==> src/source/wb_pkg.sv <==
package wb_pkg;

  // ##############################
  // Bus geometry
  // ##############################

  localparam int wb_addr_w = 8;  // Byte address, 64 words of 4 bytes
  localparam int wb_data_w = 32;

  // ##############################
  // Wishbone classic signals
  // ##############################

  // Driven by the master, held stable until ack
  typedef struct packed {
    logic                 cyc;
    logic                 stb;
    logic                 we;
    logic [wb_addr_w-1:0] adr;
    logic [wb_data_w-1:0] dat;
  } wb_req_t;

  // Driven by the slave. Writes only, so no read data travels back
  typedef struct packed {
    logic ack;
  } wb_rsp_t;

endpackage

==> src/source/loader_pkg.sv <==
package loader_pkg;

  localparam int clks_per_bit = 16;  // Short bit time keeps simulation fast
  localparam int baud_cnt_w   = $clog2(clks_per_bit);
  localparam int pad_nops     = 6;
  localparam int pad_cnt_w    = $clog2(pad_nops);
  localparam int mem_words    = 64;

  localparam logic [31:0] instr_nop  = 32'h0000_0013;  // addi x0, x0, 0
  localparam logic [31:0] instr_halt = 32'hFFFF_FFFF;  // Also ends the UART program

  // The special words; halt and term share one encoding
  typedef enum logic [1:0] {
    op_nop,
    op_halt,
    op_term
  } opcode_t;

  typedef enum logic [1:0] {
    rx_idle,
    rx_start,
    rx_data,
    rx_stop
  } rx_state_t;

  typedef enum logic [2:0] {
    ld_collect,
    ld_write,
    ld_pad,
    ld_halt_write,
    ld_started
  } load_state_t;

  // One instruction as the core sees it
  typedef struct packed {
    logic [wb_pkg::wb_addr_w-1:0] pc;
    logic [31:0]                  instr;
  } fetch_out_t;

  function automatic logic [31:0] op_word(opcode_t op);
    case (op)
      op_halt, op_term: return instr_halt;
      default:          return instr_nop;
    endcase
  endfunction

endpackage

==> src/source/uart_rx.sv <==
module uart_rx (
  input  logic       clk,
  input  logic       rst,
  input  logic       rx_serial,
  output logic [7:0] rx_byte,
  output logic       rx_valid
);

  loader_pkg::rx_state_t state;

  logic                              rx_meta;
  logic                              rx_sync;
  logic                              rx_prev;
  logic [loader_pkg::baud_cnt_w-1:0] baud_cnt;
  logic [2:0]                        bit_idx;

  // ##############################
  // Line synchronizer
  // ##############################

  always_ff @(posedge clk) begin
    if (rst) begin
      rx_meta <= 1'b1;  // Idle line is high
      rx_sync <= 1'b1;
      rx_prev <= 1'b1;
    end else begin
      rx_meta <= rx_serial;
      rx_sync <= rx_meta;
      rx_prev <= rx_sync;
    end
  end

  // ##############################
  // Frame FSM
  // ##############################

  always_ff @(posedge clk) begin
    if (rst) begin
      state    <= loader_pkg::rx_idle;
      baud_cnt <= '0;
      bit_idx  <= '0;
      rx_valid <= 1'b0;
    end else begin
      rx_valid <= 1'b0;
      case (state)
        loader_pkg::rx_idle: begin
          baud_cnt <= '0;
          // A falling edge, so a frame with a bad stop bit cannot retrigger
          if (rx_prev && !rx_sync) begin
            state <= loader_pkg::rx_start;
          end
        end
        loader_pkg::rx_start: begin
          if (baud_cnt == loader_pkg::baud_cnt_w'(loader_pkg::clks_per_bit / 2 - 1)) begin
            baud_cnt <= '0;
            bit_idx  <= '0;
            state    <= rx_sync ? loader_pkg::rx_idle : loader_pkg::rx_data;  // Glitch check
          end else begin
            baud_cnt <= baud_cnt + 1'b1;
          end
        end
        loader_pkg::rx_data: begin
          if (baud_cnt == loader_pkg::baud_cnt_w'(loader_pkg::clks_per_bit - 1)) begin
            baud_cnt <= '0;
            rx_byte  <= {rx_sync, rx_byte[7:1]};  // LSB arrives first
            bit_idx  <= bit_idx + 1'b1;
            if (bit_idx == 3'd7) begin
              state <= loader_pkg::rx_stop;
            end
          end else begin
            baud_cnt <= baud_cnt + 1'b1;
          end
        end
        loader_pkg::rx_stop: begin
          if (baud_cnt == loader_pkg::baud_cnt_w'(loader_pkg::clks_per_bit - 1)) begin
            baud_cnt <= '0;
            rx_valid <= rx_sync;  // Framing error drops the byte
            state    <= loader_pkg::rx_idle;
          end else begin
            baud_cnt <= baud_cnt + 1'b1;
          end
        end
        default: state <= loader_pkg::rx_idle;
      endcase
    end
  end

endmodule

==> src/source/program_loader.sv <==
module program_loader (
  input  logic            clk,
  input  logic            rst,
  input  logic [7:0]      rx_byte,
  input  logic            rx_valid,
  output wb_pkg::wb_req_t wb_req,
  input  wb_pkg::wb_rsp_t wb_rsp,
  output logic            start
);

  loader_pkg::load_state_t state;

  logic [23:0]                      byte_shift;
  logic [1:0]                       byte_cnt;
  logic [wb_pkg::wb_addr_w-1:0]     addr;
  logic [wb_pkg::wb_addr_w-1:0]     addr_next;
  logic [loader_pkg::pad_cnt_w-1:0] pad_cnt;
  logic [31:0]                      word;

  // The incoming byte lands in bits 7:0, earlier bytes move up
  assign word      = {byte_shift, rx_byte};
  assign addr_next = addr + wb_pkg::wb_addr_w'(4);

  always_ff @(posedge clk) begin
    if (rst) begin
      state    <= loader_pkg::ld_collect;
      byte_cnt <= '0;
      addr     <= '0;
      pad_cnt  <= '0;
      wb_req   <= '0;
      start    <= 1'b0;
    end else begin
      case (state)

        // ##############################
        // Program words from the UART
        // ##############################

        loader_pkg::ld_collect: begin
          if (rx_valid) begin
            byte_shift <= word[23:0];
            byte_cnt   <= byte_cnt + 2'd1;
            if (byte_cnt == 2'd3) begin
              if (word == loader_pkg::op_word(loader_pkg::op_term)) begin
                state <= loader_pkg::ld_pad;  // Terminator is never stored
              end else begin
                wb_req <= '{cyc: 1'b1, stb: 1'b1, we: 1'b1, adr: addr, dat: word};
                state  <= loader_pkg::ld_write;
              end
            end
          end
        end

        loader_pkg::ld_write: begin
          if (wb_rsp.ack) begin
            wb_req.cyc <= 1'b0;
            wb_req.stb <= 1'b0;
            wb_req.we  <= 1'b0;
            addr       <= addr_next;
            state      <= loader_pkg::ld_collect;
          end
        end

        // ##############################
        // NOP padding and HALT
        // ##############################

        loader_pkg::ld_pad: begin
          if (!wb_req.cyc) begin
            // First cycle after the terminator, open the burst of pad writes
            wb_req <= '{cyc: 1'b1, stb: 1'b1, we: 1'b1, adr: addr,
                        dat: loader_pkg::op_word(loader_pkg::op_nop)};
          end else if (wb_rsp.ack) begin
            addr       <= addr_next;
            wb_req.adr <= addr_next;  // Bus stays busy, next write follows at once
            pad_cnt    <= pad_cnt + 1'b1;
            if (pad_cnt == loader_pkg::pad_cnt_w'(loader_pkg::pad_nops - 1)) begin
              wb_req.dat <= loader_pkg::op_word(loader_pkg::op_halt);
              state      <= loader_pkg::ld_halt_write;
            end
          end
        end

        loader_pkg::ld_halt_write: begin
          if (wb_rsp.ack) begin
            wb_req.cyc <= 1'b0;
            wb_req.stb <= 1'b0;
            wb_req.we  <= 1'b0;
            start      <= 1'b1;
            state      <= loader_pkg::ld_started;
          end
        end

        // Stays here until reset, so late bytes are ignored
        loader_pkg::ld_started: begin
          start <= 1'b1;
        end

        default: state <= loader_pkg::ld_collect;
      endcase
    end
  end

endmodule

==> src/source/instr_mem.sv <==
module instr_mem (
  input  logic                         clk,
  input  logic                         rst,
  input  wb_pkg::wb_req_t              wb_req,
  output wb_pkg::wb_rsp_t              wb_rsp,
  input  logic [wb_pkg::wb_addr_w-1:0] rd_addr,
  output logic [31:0]                  rd_data
);

  logic [31:0] mem [loader_pkg::mem_words];

  logic wr_hit;

  // A new request is one that has not been acknowledged yet
  assign wr_hit = wb_req.cyc && wb_req.stb && !wb_rsp.ack;

  // ##############################
  // Wishbone write port
  // ##############################

  always_ff @(posedge clk) begin
    if (rst) begin
      wb_rsp <= '0;
    end else begin
      wb_rsp.ack <= wr_hit;  // Single cycle ack
    end
  end

  always_ff @(posedge clk) begin
    if (wr_hit && wb_req.we) begin
      mem[wb_req.adr[wb_pkg::wb_addr_w-1:2]] <= wb_req.dat;  // Byte address to word index
    end
  end

  // ##############################
  // Fetch read port
  // ##############################

  always_ff @(posedge clk) begin
    rd_data <= mem[rd_addr[wb_pkg::wb_addr_w-1:2]];
  end

endmodule

==> src/source/instr_fetch.sv <==
module instr_fetch (
  input  logic                         clk,
  input  logic                         rst,
  input  logic                         start,
  output logic [wb_pkg::wb_addr_w-1:0] rd_addr,
  input  logic [31:0]                  rd_data,
  output loader_pkg::fetch_out_t       fetch,
  output logic                         instr_valid,
  input  logic                         instr_ready,
  output logic                         halted
);

  logic active;
  logic pend;  // Memory output is the next word to capture
  logic xfer;

  assign xfer = instr_valid && instr_ready;

  always_ff @(posedge clk) begin
    if (rst) begin
      active      <= 1'b0;
      pend        <= 1'b0;
      instr_valid <= 1'b0;
      halted      <= 1'b0;
      rd_addr     <= '0;
    end else begin
      if (start && !active) begin
        active <= 1'b1;
        pend   <= 1'b1;  // Address 0 has been on the read port since reset
      end

      if (pend) begin
        fetch       <= '{pc: rd_addr, instr: rd_data};
        instr_valid <= 1'b1;
        pend        <= 1'b0;
        // Prefetch address, the word is ready by the time this one is taken
        rd_addr     <= rd_addr + wb_pkg::wb_addr_w'(4);
      end

      if (xfer) begin
        instr_valid <= 1'b0;
        if (fetch.instr == loader_pkg::op_word(loader_pkg::op_halt)) begin
          halted <= 1'b1;  // Nothing is fetched after HALT
        end else begin
          pend <= 1'b1;
        end
      end
    end
  end

endmodule

==> src/source/boot_top.sv <==
module boot_top (
  input  logic                   clk,
  input  logic                   rst,
  input  logic                   rx_serial,
  output loader_pkg::fetch_out_t fetch,
  output logic                   instr_valid,
  input  logic                   instr_ready,
  output logic                   start,
  output logic                   halted
);

  logic [7:0]                   rx_byte;
  logic                         rx_valid;
  wb_pkg::wb_req_t              wb_req;
  wb_pkg::wb_rsp_t              wb_rsp;
  logic [wb_pkg::wb_addr_w-1:0] rd_addr;
  logic [31:0]                  rd_data;

  // ##############################
  // Producer
  // ##############################

  uart_rx u_uart_rx (
    .clk      (clk),
    .rst      (rst),
    .rx_serial(rx_serial),
    .rx_byte  (rx_byte),
    .rx_valid (rx_valid)
  );

  program_loader u_program_loader (
    .clk     (clk),
    .rst     (rst),
    .rx_byte (rx_byte),
    .rx_valid(rx_valid),
    .wb_req  (wb_req),
    .wb_rsp  (wb_rsp),
    .start   (start)
  );

  // Buffer between loader and core
  instr_mem u_instr_mem (
    .clk    (clk),
    .rst    (rst),
    .wb_req (wb_req),
    .wb_rsp (wb_rsp),
    .rd_addr(rd_addr),
    .rd_data(rd_data)
  );

  instr_fetch u_instr_fetch (
    .clk        (clk),
    .rst        (rst),
    .start      (start),
    .rd_addr    (rd_addr),
    .rd_data    (rd_data),
    .fetch      (fetch),
    .instr_valid(instr_valid),
    .instr_ready(instr_ready),
    .halted     (halted)
  );

endmodule

==> config.mk <==
export PLATFORM = sky130hd
export DESIGN_NAME = boot_top
export DESIGN_NICKNAME = d
export VERILOG_FILES = /design/src/source/wb_pkg.sv /design/src/source/loader_pkg.sv /design/src/source/uart_rx.sv /design/src/source/program_loader.sv /design/src/source/instr_mem.sv /design/src/source/instr_fetch.sv /design/src/source/boot_top.sv
export SDC_FILE = /design/constraint.sdc
export NUM_CORES = 2
export LEC_CHECK = 0
export BUFFER_PORTS_ARGS = -buffer_cell sky130_fd_sc_hd__buf_4
export CORE_MARGIN = 2
export CORE_UTILIZATION = 53
export DETAILED_ROUTE_END_ITERATION = 7
export HOLD_SLACK_MARGIN = 0.05
export PLACE_DENSITY = 0.75
export RECOVER_POWER = 100
export SYNTH_ARGS = -nofsm -noshare
export SYNTH_HDL_FRONTEND = slang
export SYNTH_SLANG_ARGS = --single-unit
==> constraint.sdc <==
create_clock -name clk -period 2.9 [get_ports clk]
set_clock_uncertainty 0.1 [all_clocks]
set_input_delay 0.145 -clock clk [delete_from_list [all_inputs] [get_ports clk]]
set_output_delay 0.145 -clock clk [all_outputs]
set_load 0.01 [all_outputs]
; Word-level counts from Yosys, hierarchy flattened
; Memories as Yosys holds them, arrays and structs flattened. A register that Yosys moved wholly into a read port is not among the register bits.
; Cells that the tools add are included.
[totals]
ramBits = 2048
mem_bits_ro = 0
regBits = 158
n_memories = 1
input_bits = 4
word_cells = 146
latch_bits = 0
[op_classes]
mul = 0
mux = 42
shifts = 0
bitwise_logic = 4
addsub = 6
eq_ne = 31
n_lt_le_gt_ge = 0
reduce_logical = 35
n_div = 0
[memory_table]
columns = name, depth, word_bits, read_ports, rd_clocked_by_memory_dff, wr, line_no
row1 = u_instr_mem.mem, 64, 32, 1, 1, 1, instr_mem.sv:10  ; logic [31:0] mem [loader_pkg::mem_words];
[op_table]
columns = operator, n
row1 = 43-bit two-way mux, 3
row2 = 40-bit two-way mux, 2
row3 = 40-bit one-hot mux with 2 select lines, 1
row4 = 32-bit == test (second input constant), 2
row5 = 32-bit two-way mux, 1
row6 = 3-bit two-way mux, 9
row7 = 2-bit by 1-bit inequality test with 1-bit output (second input constant), 12
row8 = 8-bit by 3-bit adder with 8-bit output (second input constant), 2
row9 = 2-bit two-way mux, 8
row10 = 8-bit two-way mux, 2
row11 = 8-bit one-hot mux with 2 select lines, 1
row12 = 3-bit one-hot mux with 5 select lines, 1
row13 = 5-bit AND reduction, 3
row14 = 4-bit one-hot mux with 3 select lines, 1
row15 = 3-bit AND reduction, 4
row16 = 6-bit AND reduction, 2
row17 = 2-bit AND reduction, 5
row18 = 3-bit == test (second input constant), 3
row19 = 3-bit one-hot mux with 3 select lines, 1
row20 = 4-bit two-way mux, 2
row21 = 2-bit one-hot mux with 4 select lines, 1
row22 = 8-bit AND reduction, 1
row23 = 2-bit nonzero test, 4
row24 = 1-bit two-way mux, 7
row25 = 22 further kinds, 40

; Logic depth before layout (Yosys ltp)
[depth]
ltp_word = 6
depth_mapped = 10

; Modules after synthesis
; Synthesis repeated with hierarchy kept, for this count alone.
[unflattened]
cells_unflattened = 4078
hier_area_um2 = 85104.1
[modules_own_cells]
columns = mod, seq_area_each_um2, cells_per_inst, area_each_um2, n_inst
row1 = instr_mem, 62159.6, 3597, 79268.5, 1
row2 = program_loader, 1821.7, 315, 3326.9, 1
row3 = instr_fetch, 1341.3, 95, 1639.1, 1
row4 = uart_rx, 500.5, 71, 869.6, 1

; Least setup slack after synthesis
; Ideal clock, no wire load.
[synth_timing]
path_type = register to register
start = register u_program_loader.wb_req[39] (netlist name)
end = memory u_instr_mem.mem[38][0], enable pin
stages_incl_launch_ff = 5
slack_ps = -125
t_required_ps = 2379
setup_time_ps = 421
arrival_time_ps = 2504
path_cell_list = dfxtp_1 -> clkbuf_1 -> or3b_2 -> clkbuf_1 -> nor2_1
[synth_rtl]
columns = element, line_no
row1 = to (decl), instr_mem.sv:10
; Straight into the memory's write port.

==> reports/metrics.csv <==
metric,value,unit
CP max FO,33,
Netlist Area Pre-Place,84700,sq um
Placer Congestion,0.823,
CP arrival,3.48,ns
dpl cell area,90600,sq um
static leakage,30.0,nW
"Setup Fix Bufs, Post-CTS",0,
DPL Wire Length,130000,microns
initial antenna violation count,7,
# DRC,0,
Slew Limit Fails,947,
Longest Clk Path Bufs,3,
hold_sp,u_instr_mem.rd_data[10]$_DFF_P_,
WL per Instance,33.6,microns
share of layout cells above drive strength 1,25.2,%
kind of critical path,reg -> reg,
Hold WC Path Type,reg -> reg,
r2r setup slk,0.02,ns
largest net degree at the start of global routing,86,
Synth Warn #,0,
I/O Buffers,44,
router iterations before antenna repair,6,
RSZ-0062 raised after global routing,true,
final hold violations,0,
Synth-to-Final Area Change,14.3,%
GR Util All Layers,27.4,%
CP Capture Type,flop,
"Seq/Total Area, Yosys",77.7,%
Hold EP,u_instr_fetch.fetch[10]$_DFFE_PP_,
CTS tree,built,
# setup viols final,0,
hold path cells,0,
final period utilization,99.3,%
ys async rst share,0,%
dominant cell type by area after synthesis,edfxtp_1,
Synth top area share,75.0,%
Vias/cell,6.66,
Synth Register Bits,2229,
vias in the first global route,43966,
"Reg clk slew, reported paths",0.06,ns
clock root cell,clkbuf_16,
Power Density,629,nW/um^2
CTS HTree Levels,4,
Mean Syn Cell Area,21.0,sq um
total core area,159000,sq um
fin nets,4414,
final wirelength,224000,microns
hold slack,0.309,ns
"antenna viol nets, final",0,
Die Ht,404,microns
vias,44304,
Ports,47,
Iter 0 DRT Violations,6527,
"Clk Latency, worst-skew pair",0.85,ns
worst-case reg-to-reg path depth,7,
Max transition margin,-56.3,%
first-pass GRT wire length,317000,microns
CTS sink cnt,2229,
number of synthesized flops with an enable pin,2118,
Critical Path RT,3.50,ns
final setup margin,0.0196,ns
Die Span X,404,microns
Syn Inst Count,4028,
failing checks,"max-capacitance violations, max-slew violations",
synth unique cells,62,
Setup TNS,0,ns
status,"complete, but fails checks",
synth top area cells,"edfxtp_1, mux4_2, mux2i_1",
pre-CTS WS,-0.310,ns
Critical R2R Launch,u_instr_fetch.rd_addr[3]$_SDFFE_PP0P_,
worst-margin pin slew,2.34,ns
fin area,96800,sq um
die area,163000,sq um
fin util,61.1,%
Max Fclk,0.347,GHz
worst vdd ir,0.000668,V
total CTS buffers,202,
Initial Util,53.4,%
Rows,146,
Max Cap Viol,21,
"Primary FF master, synth",edfxtp_1,
CP startpoint kind,flop,
total grt overflow,0,
r2r endpoint,u_instr_mem.rd_data[6]$_DFF_P_,
minimum clock period,2.88,ns
-- through the flow --
stage          std cells  power (mW)
2_1_floorplan       4029        35.4
5_1_grt             6645        62.2
4_1_cts             6645        61.1
6_report            6649        60.9
3_5_place_dp        6259        35.4
3_3_place_gp        6259        35.4
-- cell usage after synthesis, drive strengths merged, types with 8 or more instances --
library cell  instances
edfxtp             2118
mux4                407
mux2i               264
buf                 149
nor2                125
dfxtp               111
clkbuf               84
o21ai                73
a21oi                72
a211oi               59
o221ai               56
a22oi                54
a22o                 49
inv                  48
a221oi               46
nand2                43
o22ai                36
nand3                28
mux2                 24
nor2b                22
nand4                20
a2111oi              15
ha                   12
xnor2                10
nor4                  9
o32ai                 8
-- state kept, by name, summed over array words and instances, names as in the netlist, 2 cells and up, named ones only --
| register | count |
|---|---|
| u_instr_fetch.fetch | 38 |
| u_program_loader.state | 3 |
| u_program_loader.wb_req | 40 |
| u_instr_fetch.rd_addr | 6 |
| u_program_loader.byte_shift | 24 |
| u_program_loader.addr | 6 |
| u_instr_mem.mem | 2048 |
| u_uart_rx.rx_byte | 8 |
| u_instr_mem.rd_data | 32 |
| u_uart_rx.baud_cnt | 4 |
| u_program_loader.byte_cnt | 2 |
| u_program_loader.pad_cnt | 3 |
| u_uart_rx.bit_idx | 3 |
-- worst max-delay path, stage by stage, from the launching register on --
cell and delay, ns:
dfxtp_4 0.51, buf_12 0.22, buf_12 0.27, mux4_2 0.53, mux2_2 0.30, nand2_1 0.07, nand3_1 0.35, a22o_1 0.35
-- how the worst max path moves through the flow --
stage | slack [ns] | to | start
6_report | 0.02 | u_instr_mem.rd_data[6]$_DFF_P_ | u_instr_fetch.rd_addr[3]$_SDFFE_PP0P_
5_1_grt | -0.006 | u_instr_mem.rd_data[13]$_DFF_P_ | u_instr_fetch.rd_addr[2]$_SDFFE_PP0P_
4_1_cts | 0.01 | u_instr_mem.rd_data[20]$_DFF_P_ | u_instr_fetch.rd_addr[3]$_SDFFE_PP0P_
3_5_place_dp | -0.31 | u_instr_mem.rd_data[5]$_DFF_P_ | u_instr_fetch.rd_addr[4]$_SDFFE_PP0P_
3_3_place_gp | -0.26 | u_instr_mem.rd_data[5]$_DFF_P_ | u_instr_fetch.rd_addr[4]$_SDFFE_PP0P_
2_1_floorplan | -0.12 | u_instr_mem.mem[38][0]$_DFFE_PP_ | u_program_loader.wb_req[39]$_SDFFE_PP0P_
-- kinds of logic (layout without fill, tap and decap cells) --
kind of cell	count (synthesis)	count (layout)	share of synthesized area, %
other cells	1	6	0.00442
simple gates	298	298	1.72
flops	2229	2229	77.7
mux	695	695	14.3
buf+inv	281	825	1.82
fa+ha+maj	12	12	0.177
compound gates	496	496	4.18
xor+xnor	16	16	0.165
-- cell type report --
cell class / instances / area (sq um)
clock inverter: 111 / 965
clock buffer: 268 / 5510
timing repair buffer: 398 / 3740
sequential: 2229 / 65800
antenna: 4 / 10.0
inverter: 48 / 180
fill: 10579 / 61700
multi-input combinational: 1519 / 18000
tap: 2072 / 2590
-- cells in the final DEF, fill, tap and decap left out, drive strengths merged, types with 7 or more instances in the layout --
cell,instances
nor4,9
o32ai,8
inv,58
a22oi,54
a211oi,59
clkinv,83
nand4,20
a2111oi,15
nor2b,22
xnor2,10
nor2,125
a221oi,46
edfxtp,2118
a22o,49
dlygate4sd3,7
mux2,24
nand2,43
o21ai,73
buf,303
mux4,407
o22ai,36
a21oi,72
mux2i,264
o221ai,56
ha,12
clkbuf,356
dfxtp,111
bufinv,13
nand3,28
-- routing by layer --
| layer | track usage [%] | part of all wire [%] |
|---|---|---|
| met4 | 13.7 | 5.5 |
| met5 | 0 | 0.019 |
| met3 | 5.86 | 12 |
| met1 | 37.8 | 36 |
| met2 | 42.0 | 46 |
-- what timing repair did --
action / 4_1_cts / 5_1_grt
hold buffers: 7 / 0
cloned: 0 / 0
setup endpoints to repair: 8 / 7
endpoints found under the hold margin: 79 / 0
gates resized for setup: 10 / 10
-- report_power, final --
part	leakage, nW	switching, mW	internal (mW)	total, mW
Combinational	6.27	0.0566	0.0292	0.0859
Sequential	20.5	0.00617	34.7	34.7
Clock	3.18	11.6	14.5	26.2
Total	30.0	11.7	49.2	60.9
Power figures use the tool's default switching activity.
